===== src/hdl/gb_reset_pkg.sv =====
package gb_reset_pkg;

	typedef enum logic [1:0] {
		INIT    = 2'd0,
		ASSERT  = 2'd1,
		RELEASE = 2'd2,
		DONE    = 2'd3
	} reset_state_t;

	// Cycles spent in each timed state
	localparam int TICK_W      = 4;
	localparam int STATE_TICKS = 16;

endpackage


===== src/hdl/reset_tick_timer.sv =====
module reset_tick_timer (
	input  logic gbclk,
	input  logic rst_n,
	input  logic clear,
	output logic tick_done
);
	import gb_reset_pkg::*;

	logic [TICK_W-1:0] ticks;

	always_ff @(posedge gbclk or negedge rst_n) begin
		if (!rst_n) begin
			ticks <= '0;
		end else if (clear) begin
			ticks <= '0;
		end else begin
			// Free running outside the timed states
			ticks <= ticks + 1'b1;
		end
	end

	// Last cycle of the state
	assign tick_done = ticks == TICK_W'(STATE_TICKS - 1);

endmodule


===== config.mk =====
export PLATFORM = sky130hd
export DESIGN_NAME = reset_tick_timer
export DESIGN_NICKNAME = d
export VERILOG_FILES = /design/src/hdl/gb_reset_pkg.sv /design/src/hdl/reset_tick_timer.sv
export SDC_FILE = /design/constraint.sdc
export NUM_CORES = 1
export LEC_CHECK = 0
export BUFFER_PORTS_ARGS = -buffer_cell sky130_fd_sc_hd__buf_2
export CORE_AREA = 2 2 39 41
export DETAILED_ROUTE_END_ITERATION = 10
export DIE_AREA = 0 0 41 43
export HOLD_SLACK_MARGIN = 0.05
export PLACE_DENSITY = 0.31
export SYNTH_ARGS = -nofsm -noshare
export SYNTH_HDL_FRONTEND = slang
export SYNTH_SLANG_ARGS = --single-unit

===== constraint.sdc =====
create_clock -name gbclk -period 2.4 [get_ports gbclk]
set_input_delay 0.48 -clock gbclk [delete_from_list [all_inputs] [get_ports gbclk]]
set_output_delay 0.48 -clock gbclk [all_outputs]
set_load 0.02 [all_outputs]

==> metrics.txt <==
Worst Path Class, Setup=register to output pin; WL final=274 µm; RSZ-0062 raised after global routing=false; VDD IR max=0.208 mV; CTS tree=done; fin crit period=1650 ps; DIE HEIGHT=43 µm; DP Worst Slack=983 ps; clk sinks=4; FF-to-FF End=ticks[2]$_DFF_PN0_; Fin. Hold Viols=0; Root Buffer=clkbuf_4; largest net degree at the start of global routing=6; Flop pwr share=0.450; post-synthesis net count=18; wire per inst=7.41 µm; Max-Cap Viols=0; Reg with most FFs=ticks; Synth top area share=0.563; Worst Path Max Fanout=3; Vias=117; Gate Count Post-Synth=14; Diodes inserted=0; Yosys top cell by area=dfrtp_1; core area=1380 µm²; Hold Crit Class=input pin to register; worst r2r src=ticks[0]$_DFF_PN0_; Least-Margin Pin Slew=134 ps; max-slew violations=0; WP data required=1920 ps; Worst Slack Setup Final=745 ps; WP data arrival=1170 ps; DR vias/cell=3.16; HP Start=clear; Mapped Area=178 µm²; Yosys cell types=8; die area=1760 µm²; most frequent cells after synthesis=dfrtp_1, nor2_1, nor2b_1; CTS Buf Count=3; most common cell in the netlist=dfrtp_1; switch share=0.200; synthesized area per cell=12.7 µm²; Worst Hold Depth=2; max reg flops=4; RD Place Congestion=0.718; ys async rst share=1.00; # setup viols final=0; Final nets=27; Worst-Skew Late Latency=230 ps; Fmax=604 MHz; Max-slew headroom=0.911; CP Capture Type=output pin; GR Util All Layers=0.0442; combinational group share of total power=0.070; 1st-pass router iterations=2; largest registers=ticks: 4 flops; FILL cells=153; antenna violations before repair=0; final period utilization=0.689; die width=41 µm; cell internal pwr=0.000134 W; port bufs=3; cell count of the worst reg-to-reg path=3; largest cells by area after synthesis=dfrtp_1, mux2_4, ha_1; first-pass GRT wire length=407 µm; DRC=0; Initial Util=0.128; Hold Path End=ticks[0]$_DFF_PN0_; clock share of power=0.480; P&R area growth vs syn=38.0%; Post-synth EDFFs=0; Top FF cell, synth=dfrtp_1; Rows=14; r2r setup slk=1470 ps; leakage power=0.120 nW; final setup skew=1.88 ps; Cell Pwr Density=685 nW/µm²; Clk pin slew, worst setup/hold paths=30 ps; Psw=0.0000336 W; GRT Residual Overflow=0; sequential share of the synthesized area=0.563; CP Launch Type=register; drt first-iter violations=2; share of cells above drive strength 1=0.429; vias in the first global route=104; Ports=4; status=complete, no violations; Resize count post-CTS=0; Yosys warnings=0; H-tree levels=1; post-route setup TNS=0 ps; register bit total from synthesis=4; Max Buffers Root-to-Sink=2; DRT antenna net count=0
-- per-layer routing --
layer / GRT usage / wire, µm / vias to the layer above
met4: 0.0200 / 0 / 0
met2: 0.0375 / 89 / 7
li1: - / - / 60
met5: 0 / 0 / -
met3: 0.0785 / 51 / 0
met1: 0.0452 / 133 / 50
-- worst max-delay path, cell delays in order, from the launching register on --
cell and delay [ps]:
dfrtp_1 390, ha_1 230, and3_2 170, buf_2 150
-- cell usage in the layout, fill, tap and decap left out --
| master | netlist | final |
|---|---|---|
| and3_2 | 1 | 1 |
| buf_2 | 0 | 3 |
| clkbuf_4 | 0 | 3 |
| dfrtp_1 | 4 | 4 |
| dlygate4sd3_1 | 0 | 1 |
| ha_1 | 1 | 1 |
| mux2_4 | 1 | 1 |
| nand3_2 | 1 | 1 |
| nor2_1 | 3 | 3 |
| nor2b_1 | 2 | 2 |
| xnor2_1 | 1 | 1 |
-- worst max-delay path by stage --
stage                       start   endpoint  slack [ps]  cells after the start
3_3_place_gp   ticks[0]$_DFF_PN0_  tick_done         990                      3
6_report       ticks[0]$_DFF_PN0_  tick_done         750                      3
2_1_floorplan  ticks[0]$_DFF_PN0_  tick_done        1110                      2
5_1_grt        ticks[0]$_DFF_PN0_  tick_done         700                      3
4_1_cts        ticks[0]$_DFF_PN0_  tick_done         730                      3
3_5_place_dp   ticks[0]$_DFF_PN0_  tick_done         980                      3
-- logic make-up after synthesis --
group	Yosys count	share of synthesized area
XOR/XNOR	1	0.0493
adder cells (fa/ha/maj)	1	0.0704
flip-flops	4	0.563
multiplexers	1	0.0845
AND/OR/NAND/NOR	7	0.232
-- final cells by class --
class,count,area [µm²],area share
tap,16,20.0,0.0816
multi-input combinational,10,77.6,0.316
clock buffer,3,22.5,0.0918
sequential,4,100,0.408
timing repair buffer,4,25.0,0.102
-- timing repair --
item	4_1_cts	5_1_grt
hold buffers	1	0
buffers inserted	0	0
endpoints found under the hold margin	4	0
-- metrics by stage --
step                hold slack, ps  std cells   util  instance area [µm²]  total power, W
floorplan                      184         14      -                  178       0.0000819
global placement               290         33  0.154                  213       0.0000870
finish                         468         37  0.177                  245        0.000168
detailed placement             291         33  0.154                  213       0.0000870
global route                   464         37  0.177                  245        0.000180
CTS                            460         37  0.177                  245        0.000173
-- power by group through the flow --
stage	clock network (W)	registers, W	logic (W)
floorplan	0	0.0000757	0.00000618
CTS	0.0000850	0.0000756	0.0000122
finish	0.0000805	0.0000756	0.0000118
global placement	0	0.0000763	0.0000106
detailed placement	0	0.0000763	0.0000107
global route	0.0000914	0.0000758	0.0000133
Note: power is estimated with default switching activity, not from simulation.
