$ cat src/hdl/gb_reset_pkg.sv
package gb_reset_pkg;

	typedef enum logic [1:0] {
		INIT    = 2'd0,
		ASSERT  = 2'd1,
		RELEASE = 2'd2,
		DONE    = 2'd3
	} reset_state_t;

	// Cycles spent in each timed state
	localparam int TICK_W      = 4;
	localparam int STATE_TICKS = 16;

endpackage

$ cat src/hdl/reset_sequencer.sv
module reset_sequencer (
	input  logic gbclk,
	input  logic rst_n,
	input  logic gb_on,
	input  logic tick_done,
	output logic tick_clear,
	output logic reset_done,
	output logic gb_reset
);
	import gb_reset_pkg::*;

	reset_state_t state;
	reset_state_t state_nxt;
	logic         gb_on_q;
	logic         restart;

	// Power switch flips restart at ASSERT, INIT runs only once
	assign restart = (state != INIT) && (gb_on != gb_on_q);

	always_comb begin
		state_nxt = state;
		case (state)
			INIT:
				if (tick_done)
					state_nxt = ASSERT;
			ASSERT:
				if (tick_done)
					state_nxt = RELEASE;
			RELEASE:
				if (tick_done)
					state_nxt = DONE;
			default:
				state_nxt = DONE;
		endcase
		if (restart)
			state_nxt = ASSERT;
	end

	// Timer starts over on entry to every state
	assign tick_clear = restart || (state_nxt != state);

	always_ff @(posedge gbclk or negedge rst_n) begin
		if (!rst_n) begin
			state   <= INIT;
			gb_on_q <= 1'b0;
		end else begin
			state   <= state_nxt;
			gb_on_q <= gb_on;
		end
	end

	assign reset_done = state == DONE;
	assign gb_reset   = !reset_done || !gb_on;

endmodule

$ cat config.mk
export PLATFORM = sky130hd
export DESIGN_NAME = reset_sequencer
export DESIGN_NICKNAME = d
export VERILOG_FILES = /design/src/hdl/gb_reset_pkg.sv /design/src/hdl/reset_sequencer.sv
export SDC_FILE = /design/constraint.sdc
export NUM_CORES = 1
export LEC_CHECK = 0
export BUFFER_PORTS_ARGS = -buffer_cell sky130_fd_sc_hd__buf_2
export CAP_MARGIN = 25
export CORE_AREA = 2 2 39 41
export CTS_CLUSTER_SIZE = 12
export DETAILED_ROUTE_END_ITERATION = 10
export DIE_AREA = 0 0 41 43
export PLACE_DENSITY = 0.39
export SYNTH_ARGS = -nofsm -noshare
export SYNTH_HDL_FRONTEND = slang
export SYNTH_SLANG_ARGS = --single-unit
$ cat constraint.sdc
create_clock -name gbclk -period 1.49 [get_ports gbclk]
set_input_delay 0.447 -clock gbclk [delete_from_list [all_inputs] [get_ports gbclk]]
set_output_delay 0.447 -clock gbclk [all_outputs]
set_load 0.01 [all_outputs]
==> impl_metrics.ini <==
[run_status]
outcome = finished, violations left
violations = setup timing

[cells_and_area]
post-route-cell-area_um2 = 256
multi_input_area_um2 = 70.1
nFillCells = 151
register_area_um2 = 75.1
diodes = 0
layout_commonest_cell = buf_2
final_cell_mix = 5 x buf_2, 3 x nand2_1, 3 x clkbuf_4, 3 x dfrtp_1
final_layout_size_suffix_gt1_share_pct = 46.4
syn_to_final_growth_pct = 72.3
final_net_count = 33

[setup_path]
reg2reg_depth = 4
worstPathMaxFanout = 3
crit_slowest_cell = dfrtp_1
startpoint_type = register
path_cells = xor2_2 > o21a_1 > o22a_2 > buf_6
crit_type = reg -> out
cpPeakStageDelay_ps = 380
cp_top_family = flip-flops
reg2reg_from = gb_on_q
cp_num_buf_inv = 1
critPathRequiredTime_ps = 1040
cp-end-kind = output pin
reg2reg_to = state[0]
timing.reg2reg.setup_slack_ps = 390
arrival_ps = 1210

[grt]
antenna_found_initial = 0
met1_usage_pct = 6.17
grt.busiest_layer = met4
grt_pass1_wl_um = 552
grt_max_degree = 6
grt.overflow.total = 0
grt_pass1_vias = 155
grt_use_met3_pct = 1.57
grt_usage_pct = 5.24
met2_usage_pct = 5.63

[floorplanning]
die-area_um2 = 1760
fp.dieH_um = 43
chipWidth_um = 41
start_util_pct = 10.8
num_rows = 14
core_um2 = 1380
ioPinCount = 7

[placed_design]
place_hpwl_um = 234
postPlaceCellArea_um2 = 214
port_buffers = 6
gp_congestion = 0.602

[timing]
finalSetupTns_ps = -169
relSlewSlack_pct = 87.3
maxSlewViolCount = 0
finalSetupViolCount = 1
fin_crit_ps = 1660
setup_ws_ps = -169
whs_ps = 469
finalCritPeriodShare_pct = 111
grt_setup_unrepaired = true
fmax_mhz = 603
clock_skew_ps = 1.16
hold_viol = 0
worst_pin_slew_ps = 189

[clocking]
post-cts-setup-buffers = 0
clock_latency_ps = 230
cts_max_level = 1
clock_sinks = 3
clock_path_buffers = 2
clk_pin_slew_ps = 40
cts_tree = done
numCtsBuffers = 3
root_buffer = clkbuf_4

[power]
leakagePower_uw = 0.000120
peakVddDrop_uv = 454
powerDensity_nw_per_um2 = 1230

[synthesis]
synth_cell_type_count = 10
postSynthCellCount = 15
ys_warn_count = 0
ys_seq_area_share_pct = 50.4
syn_nets = 19
synth_area_um2 = 149
synth-seq-cells = 3
synth_area_per_cell_um2 = 9.93

[route]
avgRoutedWirePerCell_um = 7.07
avgViaCountPerCell = 3.18
vias = 140
drtPass1Iterations = 4
wl_um = 311
remaining_drc_errors = 0
ant_nets = 0
drt_iter0_drc = 1

[worst_hold_path]
hold_path_depth = 2
hold_start = gb_on
hold_end = gb_on_q
hold_path_class = in -> reg

[flow_run]
drv_cap = 0
-- synthesized netlist by cell type --
| cell type | number | share of area, % |
|---|---|---|
| o22a_2 | 1 | 6.7 |
| a21oi_1 | 1 | 3.4 |
| nor2_1 | 2 | 5.0 |
| dfrtp_1 | 3 | 50 |
| inv_1 | 1 | 2.5 |
| nor3_1 | 1 | 3.4 |
| nand2_1 | 3 | 7.6 |
| o21a_1 | 1 | 5.0 |
| xor2_2 | 1 | 11 |
| a211oi_1 | 1 | 5.0 |
-- routing by layer --
layer,up-vias,share of wire (%)
li1,75,-
met1,58,44
met2,7,44
met3,0,12
met4,0,0
met5,-,0
-- registers in the layout (all words and copies together) (netlist names) --
name     count
state        2
gb_on_q      1
-- per-stage QoR --
step                power (µW)  instances  setup slack (ps)  util, %
CTS                        327         44              -188     18.5
global placement           168         39              -151     15.5
detailed placement         169         39              -155     15.5
floorplan                  139         15              83.1        -
global route               342         44              -224     18.5
finish                     316         44              -169     18.5
-- worst max-delay path by stage --
stage	start	to	slack, ps	cells after the start
finish	gb_on_q	tick_clear	-170	4
global route	gb_on_q	tick_clear	-220	4
CTS	gb_on_q	tick_clear	-190	4
detailed placement	gb_on	tick_clear	-150	5
global placement	gb_on	tick_clear	-150	5
floorplan	gb_on	tick_clear	80	3
-- area by class of cell --
type | instances | share of cell area (%)
Clock buffer | 4 | 10.2
Timing Repair Buffer | 9 | 23.9
Inverter | 1 | 1.46
Sequential cell | 3 | 29.3
Tap cell | 16 | 7.80
Multi-Input combinational cell | 11 | 27.3
-- power by group --
| part | switching [µW] | leakage, µW | internal (µW) |
|---|---|---|---|
| Clock | 39.8 | 0.0000150 | 100 |
| Combinational | 32.5 | 0.0000703 | 39.1 |
| Sequential | 12.0 | 0.0000345 | 92.1 |
| Total | 84.4 | 0.000120 | 231 |
-- kinds of logic (layout without fill, tap and decap cells) --
| family | after synthesis | count (layout) | synth area share, % |
|---|---|---|---|
| AO/OA/AOI/OAI | 4 | 4 | 20.2 |
| XOR/XNOR | 1 | 1 | 10.9 |
| flip-flops | 3 | 3 | 50.4 |
| AND/OR/NAND/NOR | 6 | 6 | 16.0 |
| buffers and inverters | 1 | 14 | 2.52 |
-- timing repair --
action,4_1_cts,5_1_grt
endpoints found under the setup margin,1,2
hold buffers,1,0
resized for setup,1,0
endpoints found under the hold margin,3,0
No activity file was read; power rests on OpenSTA's default activity.
