--- config.mk ---
export PLATFORM = sky130hd
export DESIGN_NAME = gb_memmap
export DESIGN_NICKNAME = d
export VERILOG_FILES = /design/src/hdl/gb_bus_pkg.sv /design/src/hdl/gb_memmap.sv
export SDC_FILE = /design/constraint.sdc
export NUM_CORES = 1
export LEC_CHECK = 0
export ABC_CLOCK_PERIOD_IN_PS = 3200
export BUFFER_PORTS_ARGS = -buffer_cell sky130_fd_sc_hd__buf_4
export CAP_MARGIN = 20
export CORE_AREA = 2 2 39 41
export DETAILED_ROUTE_END_ITERATION = 8
export DIE_AREA = 0 0 41 43
export PLACE_DENSITY = 0.41
export SYNTH_ARGS = -nofsm -noshare
export SYNTH_HDL_FRONTEND = slang
export SYNTH_SLANG_ARGS = --single-unit
--- constraint.sdc ---
create_clock -name vclk -period 3.2
set_clock_uncertainty 0.15 [all_clocks]
set_input_delay 0.48 -clock vclk [all_inputs]
set_output_delay 0.48 -clock vclk [all_outputs]
set_load 0.02 [all_outputs]
--- src/hdl/gb_bus_pkg.sv ---
package gb_bus_pkg;

	localparam int ADR_W      = 16;
	localparam int DATA_W     = 8;
	localparam int VRAM_ADR_W = 13;
	localparam int OAM_ADR_W  = 8;

	// ~~~~~~~~~~~~~~~~~~~~~~~~~~~~~~~~~~~~~~
	// Address map
	// ~~~~~~~~~~~~~~~~~~~~~~~~~~~~~~~~~~~~~~
	localparam logic [ADR_W-1:0] EXT_ROM_END = 16'h7fff;
	localparam logic [ADR_W-1:0] VRAM_BASE   = 16'h8000;
	localparam logic [ADR_W-1:0] VRAM_END    = 16'h9fff;
	localparam logic [ADR_W-1:0] XRAM_BASE   = 16'ha000;
	localparam logic [ADR_W-1:0] WRAM_BASE   = 16'hc000;
	localparam logic [ADR_W-1:0] WRAM_END    = 16'hdfff;
	localparam logic [ADR_W-1:0] OAM_BASE    = 16'hfe00;
	localparam logic [ADR_W-1:0] OAM_END     = 16'hfe9f;
	localparam logic [ADR_W-1:0] IO_BASE     = 16'hff00;
	localparam logic [ADR_W-1:0] DMA_REG_ADR = 16'hff46;

	localparam int OAM_BYTES = 160;
	// Pulled-up data lines
	localparam logic [DATA_W-1:0] OPEN_BUS = 8'hff;

	typedef struct packed {
		logic [ADR_W-1:0]  adr;
		logic [DATA_W-1:0] wdata;
		logic              rd;
		logic              wr;
	} cpu_req_t;

	typedef struct packed {
		logic [ADR_W-1:0] adr;
		logic             rd;
		logic             needs_vram;
		logic             needs_oam;
	} ppu_req_t;

	typedef struct packed {
		logic [ADR_W-1:0]  adr;
		logic [DATA_W-1:0] wdata;
		logic              rd;
		logic              wr;
		logic              cs_rom;
		logic              cs_xram;
		logic              cs_wram;
	} ext_bus_t;

	typedef struct packed {
		logic rom;
		logic xram;
		logic wram;
		logic vram;
		logic oam;
		logic io;
	} region_sel_t;

	typedef union packed {
		logic [ADR_W-1:0] raw;
		struct packed {
			logic [7:0] page;
			logic [7:0] offset;
		} paged;
	} bus_adr_u;

endpackage

--- src/hdl/gb_memmap.sv ---
module gb_memmap (
	input  gb_bus_pkg::bus_adr_u    adr,
	output gb_bus_pkg::region_sel_t sel,
	output logic                    dma_reg
);
	import gb_bus_pkg::*;

	// ~~~~~~~~~~~~~~~~~~~~~~~~~~~~~~~~~~~~~~
	// Region compare
	// ~~~~~~~~~~~~~~~~~~~~~~~~~~~~~~~~~~~~~~
	always_comb begin
		sel.rom  = adr.raw <= EXT_ROM_END;
		sel.vram = (adr.raw >= VRAM_BASE) && (adr.raw <= VRAM_END);
		sel.xram = (adr.raw >= XRAM_BASE) && (adr.raw < WRAM_BASE);
		sel.wram = (adr.raw >= WRAM_BASE) && (adr.raw <= WRAM_END);
		// Echo RAM and the gap above OAM stay unmapped
		sel.oam  = (adr.raw >= OAM_BASE) && (adr.raw <= OAM_END);
		sel.io   = adr.paged.page == IO_BASE[15:8];
	end

	// I/O register number is the low byte
	assign dma_reg = sel.io && (adr.paged.offset == DMA_REG_ADR[7:0]);

endmodule

==> impl_metrics.yaml <==
cells_and_area:
  final_cell_mix: "buf_4, nor2_1, nand4_1"
  layout_commonest_cell: "buf_4"
  seq_cells: 0
  clkbuf_count: 0
  final_nets: 55
  areaGrowthSynthToFinish_pct: 200
  utilization: 0.209
  antenna_cells: 0
  regArea_um2: 0
  nFillCells: 155
  final_layout_size_suffix_gt1_frac: 0.676
sta:
  setup_tns_ps: 0
  period_share: 0.669
  fin_crit_ps: 2140
  tightest_slew_ps: 266
  fmax_mhz: 467
  setup_viol_count_final: 0
  whs_ps: 1080
  rsz0062_at_grt: "no"
  setup_ws_ps: 1060
  final_max_slew_viol_count: 0
  slew_headroom: 0.820
  hold_viol_final: 0
routing:
  first_pass_iters: 4
  ant_nets: 0
  avgViaCountPerCell: 3.75
  dr_total_vias: 199
  drc: 0
  wirelength_um: 454
  routedWlPerCell_um: 8.57
  drt_iter0_drc: 7
pwr:
  clock_power_share: 0
  sw_frac_of_total: 0.371
  cellLeakagePower_uw: 0.000138
  seqPwrFrac: 0
  internal_power_uw: 17.6
  total_power_uw: 28.0
  pwr-share-comb: 1.000
  p_sw_uw: 10.4
  cellPowerDensity_nw_per_um2: 97.0
  peakVddDrop_uv: 30.0
status:
  outcome: "completed"
floorplan:
  initial_utilization: 0.0696
  die_y_um: 43
  core_region_area_um2: 1380
  die-area_um2: 1760
  fp.dieW_um: 41
  pin_count: 23
  row_count: 14
worst_setup_path:
  crit_required_ps: 2570
  crit_chain: "buf_4 > or4b_4 > nor4_2 > buf_4"
  arrival_ps: 1510
  worstSetupPathType: "input port to output port"
  start_kind: "input port"
  path_max_fanout: 1
  slowest_delay_ps: 520
  cpMostUsedCell: "buf_4"
  crit_start: "adr[0]"
  end_kind: "output port"
  slowest_stage: "or4b_4"
grt:
  grt_max_degree: 5
  grt_pass1_vias: 174
  grt_antenna_before_repair: 0
  gr-total-overflow: 0
  grt.total_usage: 0.0509
  grt_pass1_wl_um: 683
placement:
  port_buffers: 23
  place_congestion: 0.543
  pre_cts_slack_ps: 1050
synthesis:
  ys_seq_area_frac: 0
  synth_top_area_cell: "or4b_4"
  ys_types: 12
  synthTopCellsByArea: "or4b_4, nand4_1, nor4_2, or4bb_1, nor4b_1"
  syn_area_per_cell_um2: 6.88
  syn-cell-area_um2: 96.3
  yosys_warnings: 0
  synth.net_count: 30
  syn_inst: 14
  netlist.area_leader.share: 0.143
clock_network:
  ctsHoldBuffers: 0
  cts_resized: 0
  post-cts-setup-buffers: 0
min_path:
  hp-start: "adr[8]"
  hp-class: "input port to output port"
flow_run:
  drv_cap: 0
-- kinds of logic after synthesis --
logic type | share of synthesized area
buffers and inverters | 0.0389
AOI/OAI and AO/OA | 0.0519
and+or+nand+nor | 0.909
-- power by group through the flow --
stage	Sequential [µW]	Combinational [µW]	Clock (µW)
after floorplan	0	7.49	0
after global placement	0	28.4	0
after detailed placement	0	28.3	0
after CTS	0	28.4	0
after global routing	0	30.0	0
final	0	28.0	0
-- cell type report --
class,count,area [µm²],share of cell area
tap,16,20.0,0.0693
multi-input combinational,13,92.6,0.320
inverter,1,3.75,0.0130
timing repair buffer,23,173,0.597
-- routing by layer --
| layer | up-vias | routed length (µm) | track usage |
|---|---|---|---|
| li1 | 103 | - | - |
| met1 | 83 | 191 | 0.0791 |
| met2 | 13 | 202 | 0.0750 |
| met3 | 0 | 60 | 0.0105 |
| met4 | 0 | 0 | 0 |
| met5 | - | 0 | 0 |
-- per-stage QoR --
| stage | std cells | cell area, µm² |
|---|---|---|
| after floorplan | 14 | 96.3 |
| after global placement | 53 | 289 |
| after detailed placement | 53 | 289 |
| after CTS | 53 | 289 |
| after global routing | 53 | 289 |
| final | 53 | 289 |
-- path summary, 6_finish.rpt --
kind | depth (start not counted) | slack, ps | endpoint
setup / recovery | 4 | 1060 | dma_reg
hold / removal | 3 | 1080 | sel[1]
-- synthesized netlist by cell type, drive strengths merged --
cell type / count
nand4: 2
nor2: 2
inv: 1
nand2: 1
nand3: 1
nor3: 1
nor3b: 1
nor4: 1
nor4b: 1
o21ai: 1
or4b: 1
or4bb: 1
-- worst max-delay path: cells and delay by family --
| kind | cells | cell delay (ps) |
|---|---|---|
| and+or+nand+nor | 2 | 740 |
| buffers and inverters | 2 | 290 |
Power figures use the tool's default switching activity.
