## src/hdl/gb_bus_pkg.sv

```systemverilog
package gb_bus_pkg;

	localparam int ADR_W      = 16;
	localparam int DATA_W     = 8;
	localparam int VRAM_ADR_W = 13;
	localparam int OAM_ADR_W  = 8;

	// ~~~~~~~~~~~~~~~~~~~~~~~~~~~~~~~~~~~~~~
	// Address map
	// ~~~~~~~~~~~~~~~~~~~~~~~~~~~~~~~~~~~~~~
	localparam logic [ADR_W-1:0] EXT_ROM_END = 16'h7fff;
	localparam logic [ADR_W-1:0] VRAM_BASE   = 16'h8000;
	localparam logic [ADR_W-1:0] VRAM_END    = 16'h9fff;
	localparam logic [ADR_W-1:0] XRAM_BASE   = 16'ha000;
	localparam logic [ADR_W-1:0] WRAM_BASE   = 16'hc000;
	localparam logic [ADR_W-1:0] WRAM_END    = 16'hdfff;
	localparam logic [ADR_W-1:0] OAM_BASE    = 16'hfe00;
	localparam logic [ADR_W-1:0] OAM_END     = 16'hfe9f;
	localparam logic [ADR_W-1:0] IO_BASE     = 16'hff00;
	localparam logic [ADR_W-1:0] DMA_REG_ADR = 16'hff46;

	localparam int OAM_BYTES = 160;
	// Pulled-up data lines
	localparam logic [DATA_W-1:0] OPEN_BUS = 8'hff;

	typedef struct packed {
		logic [ADR_W-1:0]  adr;
		logic [DATA_W-1:0] wdata;
		logic              rd;
		logic              wr;
	} cpu_req_t;

	typedef struct packed {
		logic [ADR_W-1:0] adr;
		logic             rd;
		logic             needs_vram;
		logic             needs_oam;
	} ppu_req_t;

	typedef struct packed {
		logic [ADR_W-1:0]  adr;
		logic [DATA_W-1:0] wdata;
		logic              rd;
		logic              wr;
		logic              cs_rom;
		logic              cs_xram;
		logic              cs_wram;
	} ext_bus_t;

	typedef struct packed {
		logic rom;
		logic xram;
		logic wram;
		logic vram;
		logic oam;
		logic io;
	} region_sel_t;

	typedef union packed {
		logic [ADR_W-1:0] raw;
		struct packed {
			logic [7:0] page;
			logic [7:0] offset;
		} paged;
	} bus_adr_u;

endpackage

```

## src/hdl/oam_dma.sv

```systemverilog
module oam_dma (
	input  logic                 gbclk,
	input  logic                 rst_n,
	input  logic                 bus_reset,
	input  logic                 start,
	input  logic [7:0]           page,
	output gb_bus_pkg::bus_adr_u src_adr,
	output logic                 src_rd,
	output logic [7:0]           oam_adr,
	output logic                 oam_wr,
	output logic                 active
);
	import gb_bus_pkg::*;

	logic                 issuing;
	logic [OAM_ADR_W-1:0] idx;
	logic [7:0]           page_q;
	logic                 wr_q;
	logic [OAM_ADR_W-1:0] wr_idx;

	always_ff @(posedge gbclk or negedge rst_n) begin
		if (!rst_n) begin
			issuing <= 1'b0;
			idx     <= '0;
			page_q  <= '0;
			wr_q    <= 1'b0;
		end else if (bus_reset) begin
			// Console reset aborts a running copy
			issuing <= 1'b0;
			wr_q    <= 1'b0;
		end else begin
			wr_q <= issuing;
			if (start && !active) begin
				issuing <= 1'b1;
				idx     <= '0;
				page_q  <= page;
			end else if (issuing) begin
				if (idx == OAM_ADR_W'(OAM_BYTES - 1))
					issuing <= 1'b0;
				idx <= idx + 1'b1;
			end
		end
	end

	// Write stage trails the read by one cycle
	always_ff @(posedge gbclk) begin
		wr_idx <= idx;
	end

	always_comb begin
		src_adr.paged.page   = page_q;
		src_adr.paged.offset = idx;
	end

	assign src_rd  = issuing;
	assign oam_adr = wr_idx;
	assign oam_wr  = wr_q;
	assign active  = issuing || wr_q;

endmodule

```

## config.mk

```make
export PLATFORM = sky130hd
export DESIGN_NAME = oam_dma
export DESIGN_NICKNAME = d
export VERILOG_FILES = /design/src/hdl/gb_bus_pkg.sv /design/src/hdl/oam_dma.sv
export SDC_FILE = /design/constraint.sdc
export NUM_CORES = 1
export LEC_CHECK = 0
export BUFFER_PORTS_ARGS = -buffer_cell sky130_fd_sc_hd__buf_2
export CAP_MARGIN = 15
export CORE_AREA = 2 2 53 55
export CTS_BUF_LIST = sky130_fd_sc_hd__clkbuf_8
export DETAILED_ROUTE_END_ITERATION = 16
export DIE_AREA = 0 0 55 57
export GPL_TIMING_DRIVEN = 0
export MAX_ROUTING_LAYER = met4
export PLACE_DENSITY = 0.76
export SYNTH_ARGS = -nofsm -noshare
export SYNTH_HDL_FRONTEND = slang
export SYNTH_SLANG_ARGS = --single-unit
```

## constraint.sdc

```tcl
create_clock -name gbclk -period 2.25 [get_ports gbclk]
set_clock_uncertainty 0.2 [all_clocks]
set_input_delay 0.225 -clock gbclk [delete_from_list [all_inputs] [get_ports gbclk]]
set_output_delay 0.225 -clock gbclk [all_outputs]
set_load 0.03 [all_outputs]
```

==> impl_metrics.csv, run 1 <==
group,metric,value,unit
place,gp_congestion,0.837,
route,ant_nets,0,
clock_network,cts_tree,"done",
setup_path,cp_max_fo,10,
timing,fmax,544,MHz
layout,seq_area,611,µm²
global_routing,grt_overflow,0,
layout,multiInputGateArea,333,µm²
place,hpwl,1410,µm
yosys,synth_top_area_share,0.466,
yosys,synthDistinctLibCells,27,
timing,rsz0062_at_grt,"false",
global_routing,grt_first_pass_wirelength,3230,µm
place,io_buffers,38,
route,drt-wirelength-per-cell,13.0,µm
clock_network,cts_root_buf,"clkbuf_8",
global_routing,track_usage,0.148,
run_status,status,"complete, no violations",
floorplan,rows,19,
timing,setup_slack,0.413,ns
route,via_per_inst,4.94,
timing,layout_min_cycle_time,1.84,ns
hold_path,hp-class,"primary input to flip-flop",
yosys,yosys_warnings,0,
clock_network,htreeDepth,1,
global_routing,grt_max_degree,19,
setup_path,arrival,1.79,ns
timing,worstMarginPinSlew,0.551,ns
route,dr.pass1.iters,4,
yosys,synth_top_area_cell,"dfrtp_1",
pwr,peakVddDrop,528,µV
setup_path,crit_path_start_kind,"flip-flop",
layout,antenna_cells,0,
timing,setup_viol,0,
pwr,p_per_area,932,nW/µm²
layout,fillers,245,
pwr,p_leak,0.650,nW
clock_network,cts_buffers,3,
floorplan,placeableCoreArea,2620,µm²
floorplan,start_util,0.370,
clock_network,clockBufferDepth,2,
timing,slew_headroom,0.631,
setup_path,rrSetupSlack,0.41,ns
setup_path,cp_data_required_time,2.21,ns
timing,finalCritPeriodShare,0.816,
route,drt_wl_total,2000,µm
timing,finalHoldViolations,0,
global_routing,grt_use_met3,0.0157,
global_routing,antenna_found_initial,0,
setup_path,setup.worst_path.class,"flip-flop to flip-flop",
layout,syn_to_final_growth,38.7,%
yosys,postSynthAreaPerCell,13.4,µm²
global_routing,use_met2,0.228,
route,drc,0,
place,place_ws,0.379,ns
yosys,synth-seq-cells,26,
layout,final_nets,137,
global_routing,use_met1,0.181,
yosys,synth_edf_count,0,
global_routing,busiest_layer,"met2",
yosys,synth.yosys.seq_area_share,0.631,
yosys,synthesis.instances,72,
flow_run,drv_cap,0,
floorplan,fp.dieArea,3140,µm²
clock_network,clock-sinks,26,
layout,drive_above_1_share,0.447,
yosys,ys_top_cells_by_area,"dfrtp_1, dfxtp_1, mux2_2",
setup_path,crit_path_end_kind,"flip-flop",
clock_network,path_clk_slew,0.09,ns
global_routing,grt_pass1_vias,774,
route,drt-initial-drc-count,7,
timing,final-max-slew-violation-count,0,
floorplan,io_pins,39,
yosys,ys.flop_type,"dfrtp_1",
yosys,synthArstFlopShare,0.692,
timing,setup_tns,0,ns
floorplan,dieHeight,57,µm
yosys,syn_nets,85,
clock_network,clk_latency,0.26,ns
floorplan,die_x,55,µm
route,dr_total_vias,760,
yosys,synth_area,967,µm²
==> placed cells by master (no fill, tap or decap), drive strengths merged, types with 4 or more instances in the layout <==
master,count
a21oi,4
buf,40
clkbuf,4
dfrtp,18
dfxtp,8
dlygate4sd3,9
mux2,8
nand2,4
o21ai,4
==> what timing repair did <==
action                                 in CTS  in global routing
endpoints found under the hold margin      26                  0
gates resized for setup                     0                  0
hold buffers                                9                  0
setup buffers                               0                  0
==> routing by layer <==
layer	share of wire	wire length, µm
met1	0.44	870
met2	0.48	960
met3	0.061	121
met4	0.024	47
met5	0	0
==> cell families after synthesis <==
logic type                 after synthesis  share of synthesized area
DFF                                     26                      0.631
adders and majority gates                1                     0.0129
AOI/OAI and AO/OA                       11                     0.0647
xor gates and xnor gates                 1                    0.00906
and+or+nand+nor                         20                      0.146
buffers and inverters                    4                     0.0246
muxes                                    9                      0.111
==> critical path, cell delays in order (launching register included) <==
cell and delay [ns]:
dfrtp_1 0.45, nor4b_4 0.55, buf_6 0.23, mux2_4 0.30
==> cell usage after synthesis (2+ instances only) <==
library cell / count
o21ai_0: 3
dfxtp_1: 8
mux2_4: 2
dfrtp_1: 18
or3_1: 2
inv_1: 2
o31ai_1: 2
or4_1: 2
mux2_2: 6
nand3b_1: 2
nand2b_1: 2
nand3_1: 2
nand2_1: 4
a21oi_1: 4
==> flip-flops by register name, indices dropped and copies added, names as in the netlist <==
name and count:
page_q 8, oam_wr 1, idx 8, oam_adr 8, src_rd 1
==> cell type report <==
cell class,instances,area share
inverters,2,0.00560
plain buffers,2,0.0121
well taps,31,0.0289
flip-flops and latches,26,0.455
multi-input cells,42,0.248
clock buffers,4,0.0410
repair buffers,47,0.209
==> path summary, 6_finish.rpt <==
| check | startpoint | to | cells after the start |
|---|---|---|---|
| setup / recovery | src_rd | page_q[7] | 3 |
| hold / removal | bus_reset | idx[2] | 4 |
| setup reg to reg | src_rd | page_q[7] | 3 |
| hold reg to reg | idx[7] | oam_adr[7] | 0 |
| max in group asynchronous | rst_n | idx[4] | 2 |
| min in group asynchronous | rst_n | page_q[0] | 2 |
==> power breakdown <==
group          switching (mW)  leakage (nW)  internal (mW)
logic                   0.236         0.326          0.129
registers              0.0512         0.295          0.539
clock network           0.139        0.0288          0.156
==> per-stage QoR <==
stage / util / power, mW / std cells / hold WS (ns) / area [µm²]
floorplan: - / 0.839 / 72 / -0.271 / 967
global placement: 0.457 / 0.946 / 141 / -0.0326 / 1200
detailed placement: 0.457 / 0.956 / 141 / -0.0258 / 1200
CTS: 0.513 / 1.26 / 154 / 0.185 / 1340
global route: 0.513 / 1.31 / 154 / 0.212 / 1340
finish: 0.513 / 1.25 / 154 / 0.186 / 1340
(Power assumes the default switching activity.)
==> run 2: changes to the inputs <==
--- a/config.mk
+++ b/config.mk
@@ -5,6 +5,7 @@
 export SDC_FILE = /design/constraint.sdc
 export NUM_CORES = 1
 export LEC_CHECK = 0
+export ABC_AREA = 1
 export BUFFER_PORTS_ARGS = -buffer_cell sky130_fd_sc_hd__buf_2
 export CAP_MARGIN = 15
 export CORE_AREA = 2 2 53 55
@@ -13,7 +14,7 @@
 export DIE_AREA = 0 0 55 57
 export GPL_TIMING_DRIVEN = 0
 export MAX_ROUTING_LAYER = met4
-export PLACE_DENSITY = 0.76
+export PLACE_DENSITY = 0.77
 export SYNTH_ARGS = -nofsm -noshare
 export SYNTH_HDL_FRONTEND = slang
 export SYNTH_SLANG_ARGS = --single-unit
==> constraint.sdc (replaced) <==
create_clock -name gbclk -period 1.7 [get_ports gbclk]
set_clock_uncertainty 0.2 [all_clocks]
set_input_delay 0.17 -clock gbclk [delete_from_list [all_inputs] [get_ports gbclk]]
set_output_delay 0.17 -clock gbclk [all_outputs]
set_load 0.03 [all_outputs]
==> impl_metrics.csv, run 2 <==
group,metric,value,unit
run_status,status,"complete, no violations",
yosys,synthesis.instances,107,
route,wl_met1,843,µm
place,place_ws,0.296,ns
flow_run,drv_cap,0,
yosys,synth_edf_count,0,
route,dr.pass1.iters,4,
timing,finalCritPeriodShare,0.876,
setup_path,cp_max_fo,3,
yosys,synth-seq-cells,26,
yosys,yosys_warnings,0,
setup_path,reg2regPathDepth,5,
clock_network,cts_tree,"done",
hold_path,whs_path_depth,4,
pwr,finalPower,1.70,mW
layout,final_nets,172,
pwr,p_leak,0.788,nW
route,drc,0,
setup_path,rrSetupSlack,0.29,ns
clock_network,clockBufferDepth,2,
clock_network,cts_buffers,3,
yosys,synth_top_area_share,0.452,
yosys,ys.flop_type,"dfrtp_1",
setup_path,slowest_delay,0.43,ns
place,gp_congestion,0.833,
yosys,synth.top_cells.by_count,"nand2_1, dfrtp_1, nor2_1",
place,place_area,1220,µm²
layout,fillers,238,
setup_path,crit_path_end_kind,"output pin",
clock_network,clock-sinks,26,
timing,finalHoldViolations,0,
setup_path,cp_data_required_time,1.33,ns
setup_path,path_buf_inv,2,
timing,slew_headroom,0.732,
pwr,peakVddDrop,925,µV
layout,final_common_cell,"buf_2",
setup_path,cp_top_family,"flip-flops",
hold_path,hold-path-endpoint,"idx[4]",
setup_path,arrival,1.12,ns
clock_network,cts_root_buf,"clkbuf_8",
clock_network,ctsResizeCount,0,
floorplan,start_util,0.381,
global_routing,grt_first_pass_wirelength,3460,µm
yosys,synthMostInstantiatedCell,"nand2_1",
floorplan,dieHeight,57,µm
floorplan,io_pins,39,
timing,setup_slack,0.210,ns
layout,final_cell_mix,"buf_2, nand2_1, dfrtp_1",
route,top_layer,"met4",
yosys,synth_top_area_cell,"dfrtp_1",
setup_path,setup.worst_path.class,"flip-flop to output pin",
yosys,ys_top_cells_by_area,"dfrtp_1, dfxtp_1, nand2_1",
setup_path,reg2reg_to,"idx[6]",
route,wl_met2,1030,µm
layout,finalNonFillerCells,189,
timing,final-max-slew-violation-count,0,
floorplan,die_x,55,µm
floorplan,placeableCoreArea,2620,µm²
setup_path,cp_cell_sequence,"nor2_2, inv_1, buf_2",
layout,syn_to_final_growth,36.6,%
global_routing,track_usage,0.160,
route,drt_wl_total,2040,µm
layout,drive_above_1_share,0.316,
yosys,synthDistinctLibCells,18,
layout,stdcell_area,1360,µm²
route,ant_nets,0,
timing,setup_viol,0,
setup_path,r2r_start,"idx[0]",
timing,worstMarginPinSlew,0.403,ns
place,io_buffers,38,
timing,rsz0062_at_grt,"false",
route,drt-wirelength-per-cell,10.8,µm
clock_network,clk_latency,0.27,ns
yosys,postSynthAreaPerCell,9.31,µm²
hold_path,hp-class,"primary input to flip-flop",
hold_path,hold_start,"start",
timing,fmax,671,MHz
route,via_per_inst,4.54,
yosys,syn_nets,120,
place,hpwl,1440,µm
place,dp_cells,176,
pwr,p_per_area,1250,nW/µm²
clock_network,path_clk_slew,0.08,ns
route,dr_total_vias,859,
yosys,synth.yosys.seq_area_share,0.613,
timing,setup_tns,0,ns
global_routing,grt_overflow,0,
yosys,synth_area,996,µm²
global_routing,grt_pass1_vias,854,
timing,layout_min_cycle_time,1.49,ns
clock_network,htreeDepth,1,
route,drt-initial-drc-count,6,
layout,antenna_cells,0,
floorplan,rows,19,
floorplan,fp.dieArea,3140,µm²
setup_path,cp_slowest_cell,"dfrtp_1",
global_routing,antenna_found_initial,0,
route,route.met3.wl,110,µm
setup_path,crit_path_start_kind,"flip-flop",
global_routing,grt_max_degree,19,
yosys,synthArstFlopShare,0.692,
## run 2: cell type report
type                       instances  area [µm²]  share of cell area
clock inverter                     1        3.75             0.00276
sequential                        26         611               0.449
inverter                          11        43.8              0.0322
multi-input combinational         69         330               0.243
clock buffer                       3        41.3              0.0304
timing repair buffer              47         280               0.206
buffer                             1        11.3             0.00828
tap                               31        38.8              0.0285
## run 2: worst max-delay path by stage
stage                     startpoint  endpoint  slack (ns)  cells past startpoint
after floorplan               idx[0]    idx[6]        0.23                      6
after global placement        idx[0]    idx[6]        0.34                      5
after detailed placement      idx[0]    idx[6]        0.30                      5
after CTS                     src_rd    active        0.20                      3
after global routing          src_rd    active        0.12                      3
final                         src_rd    active        0.21                      3
## run 2: tightest hold or removal path, stage by stage
cell	delay (ns)
buf_2	0.09
nand2_1	0.05
nand4_1	0.08
o21ai_0	0.07
## run 2: where the power goes
part	switching [mW]	internal, mW	total (mW)	leakage [nW]
Clock	0.178	0.162	0.340	0.0269
Combinational	0.386	0.165	0.550	0.462
Sequential	0.0857	0.728	0.813	0.299
Total	0.649	1.05	1.70	0.788
## run 2: per-stage QoR
| step | hold slack (ns) | util |
|---|---|---|
| 2_1_floorplan | -0.326 | - |
| 3_3_place_gp | -0.0915 | 0.468 |
| 3_5_place_dp | -0.0772 | 0.468 |
| 4_1_cts | 0.0272 | 0.520 |
| 5_1_grt | 0.0702 | 0.520 |
| 6_report | 0.0305 | 0.520 |
## run 2: what timing repair did
action,CTS,global route
hold endpoints to repair,26,0
buffers inserted,0,0
hold buffers,9,0
## run 2: cell families (layout without fill, tap and decap cells)
kind of cell | count (synthesis) | after routing | share of synthesized area
DFF | 26 | 26 | 0.613
buffers and inverters | 12 | 63 | 0.0553
adders and majority gates | 1 | 1 | 0.0126
and+or+nand+nor | 60 | 60 | 0.271
xor gates and xnor gates | 2 | 2 | 0.0176
AOI/OAI and AO/OA | 6 | 6 | 0.0302
## run 2: routing by layer
metal,up-vias,GRT usage
met5,-,-
met4,0,0.0976
met3,4,0.0157
met2,35,0.267
met1,390,0.178
li1,430,-
==> run 3: changes to the inputs <==
--- a/config.mk
+++ b/config.mk
@@ -8,13 +8,13 @@
 export ABC_AREA = 1
 export BUFFER_PORTS_ARGS = -buffer_cell sky130_fd_sc_hd__buf_2
 export CAP_MARGIN = 15
-export CORE_AREA = 2 2 53 55
+export CORE_AREA = 2 2 56 58
 export CTS_BUF_LIST = sky130_fd_sc_hd__clkbuf_8
 export DETAILED_ROUTE_END_ITERATION = 16
-export DIE_AREA = 0 0 55 57
+export DIE_AREA = 0 0 58 60
 export GPL_TIMING_DRIVEN = 0
 export MAX_ROUTING_LAYER = met4
-export PLACE_DENSITY = 0.77
+export PLACE_DENSITY = 0.71
 export SYNTH_ARGS = -nofsm -noshare
 export SYNTH_HDL_FRONTEND = slang
 export SYNTH_SLANG_ARGS = --single-unit
==> impl_metrics.csv, run 3 (same netlist as run 2, synthesis figures left out) <==
group,metric,value,unit
route,dr.pass1.iters,4,
floorplan,die_x,58,µm
pwr,combPwrFrac,0.313,
hold_path,hold_start,"start",
timing,finalCritPeriodShare,0.884,
setup_path,r2r_start,"idx[0]",
place,dp_cells,178,
layout,antenna_cells,0,
layout,multiInputGateArea,330,µm²
pwr,peakVddDrop,639,µV
pwr,clkPwrFrac,0.225,
clock_network,cts_tree,"done",
place,gp_congestion,0.804,
setup_path,cp_max_fo,3,
global_routing,track_usage,0.141,
floorplan,io_pins,39,
floorplan,rows,20,
route,dr_total_vias,858,
timing,final-max-slew-violation-count,0,
layout,fillers,278,
setup_path,crit_path_end_kind,"output pin",
setup_path,slowest_delay,0.43,ns
pwr,p_int,1.10,mW
route,ant_nets,0,
setup_path,reg2reg_to,"idx[6]",
timing,rsz0062_at_grt,"false",
layout,final_cell_mix,"buf_2, nand2_1, dfrtp_1",
pwr,pwr-share-seq,0.462,
floorplan,start_util,0.343,
clock_network,cts_buffers,3,
setup_path,rrSetupSlack,0.29,ns
setup_path,reg2regPathDepth,5,
clock_network,htreeDepth,1,
setup_path,arrival,1.13,ns
clock_network,clk_latency,0.27,ns
pwr,p_leak,0.790,nW
timing,fmax,666,MHz
route,drc,0,
setup_path,cp_slowest_cell,"dfrtp_1",
floorplan,dieHeight,60,µm
setup_path,cp_data_required_time,1.33,ns
layout,seq_area,611,µm²
route,drt-wirelength-per-cell,11.1,µm
route,drt-initial-drc-count,23,
layout,final_nets,172,
clock_network,clock-sinks,26,
timing,layout_min_cycle_time,1.50,ns
flow_run,drv_cap,0,
hold_path,whs_path_depth,4,
pwr,swShare,0.378,
global_routing,grt_max_degree,19,
layout,syn_to_final_growth,37.8,%
route,drt_wl_total,2110,µm
clock_network,path_clk_slew,0.08,ns
layout,drive_above_1_share,0.323,
timing,worstMarginPinSlew,0.400,ns
setup_path,cp_cell_sequence,"nor2_2, inv_1, buf_2",
pwr,switchingPower,0.668,mW
global_routing,antenna_found_initial,0,
global_routing,grt_pass1_vias,808,
hold_path,hold-path-endpoint,"idx[4]",
timing,slew_headroom,0.734,
clock_network,clockBufferDepth,2,
place,io_buffers,38,
setup_path,crit_path_start_kind,"flip-flop",
timing,setup_tns,0,ns
layout,final_common_cell,"buf_2",
clock_network,cts_root_buf,"clkbuf_8",
route,via_per_inst,4.49,
timing,finalHoldViolations,0,
run_status,status,"complete, no violations",
global_routing,grt_overflow,0,
layout,finalNonFillerCells,191,
hold_path,hp-class,"primary input to flip-flop",
clock_network,post_cts_buffers,0,
setup_path,setup.worst_path.class,"flip-flop to output pin",
floorplan,fp.dieArea,3480,µm²
place,hpwl,1450,µm
timing,setup_viol,0,
floorplan,placeableCoreArea,2900,µm²
pwr,p_per_area,1290,nW/µm²
global_routing,grt_first_pass_wirelength,3450,µm
run 3: cell count changes in the layout (fill, tap and decap cells not counted), sizes merged:
cell / change
inv: -1
clkbuf: +1
run 3: power by group through the flow:
| stage | Combinational [mW] | Clock, mW | Sequential (mW) |
|---|---|---|---|
| floorplan | 0.137 | 0 | 1.05 |
| global placement | 0.525 | 0 | 0.820 |
| detailed placement | 0.544 | 0 | 0.828 |
| CTS | 0.559 | 0.406 | 0.820 |
| global route | 0.594 | 0.437 | 0.834 |
| finish | 0.554 | 0.398 | 0.817 |
run 3: worst max-delay path by stage:
stage,startpoint,end
after CTS,src_rd,active
after detailed placement,idx[0],idx[6]
after floorplan,idx[0],idx[6]
after global routing,src_rd,active
after global placement,idx[0],idx[6]
final,src_rd,active
run 3: per-stage QoR:
stage                     total power [mW]  hold WS [ns]  cell area, µm²  utilization  setup WS, ns
after floorplan                       1.18        -0.326             996            -         0.227
after global placement                1.35       -0.0902            1230        0.423         0.332
after detailed placement              1.37       -0.0801            1230        0.423         0.299
after CTS                             1.78        0.0269            1370        0.473         0.185
after global routing                  1.87        0.0519            1370        0.473         0.159
final                                 1.77        0.0248            1370        0.473         0.198
run 3: cell type report:
cell class	instances	area share
inverters	11	0.0319
clock buffers	4	0.0401
well taps	33	0.0301
flip-flops and latches	26	0.445
multi-input cells	69	0.241
repair buffers	47	0.204
plain buffers	1	0.00820
run 3: metal layers:
layer,part of all wire,global-route usage,wire (µm)
met1,0.41,0.152,868
met2,0.50,0.239,1060
met3,0.067,0.0346,142
met4,0.020,0.0764,42
met5,0,-,0
run 3: repair_timing:
item,4_1_cts,5_1_grt
gates resized for setup,0,0
hold buffers,9,0
hold endpoints to repair,26,0
setup endpoints to repair,0,0
run 3: critical path: cells and delay by family (launching register included):
| family | cells | cell delay [ns] |
|---|---|---|
| flops | 1 | 0.43 |
| simple gates | 1 | 0.19 |
| buf+inv | 2 | 0.23 |
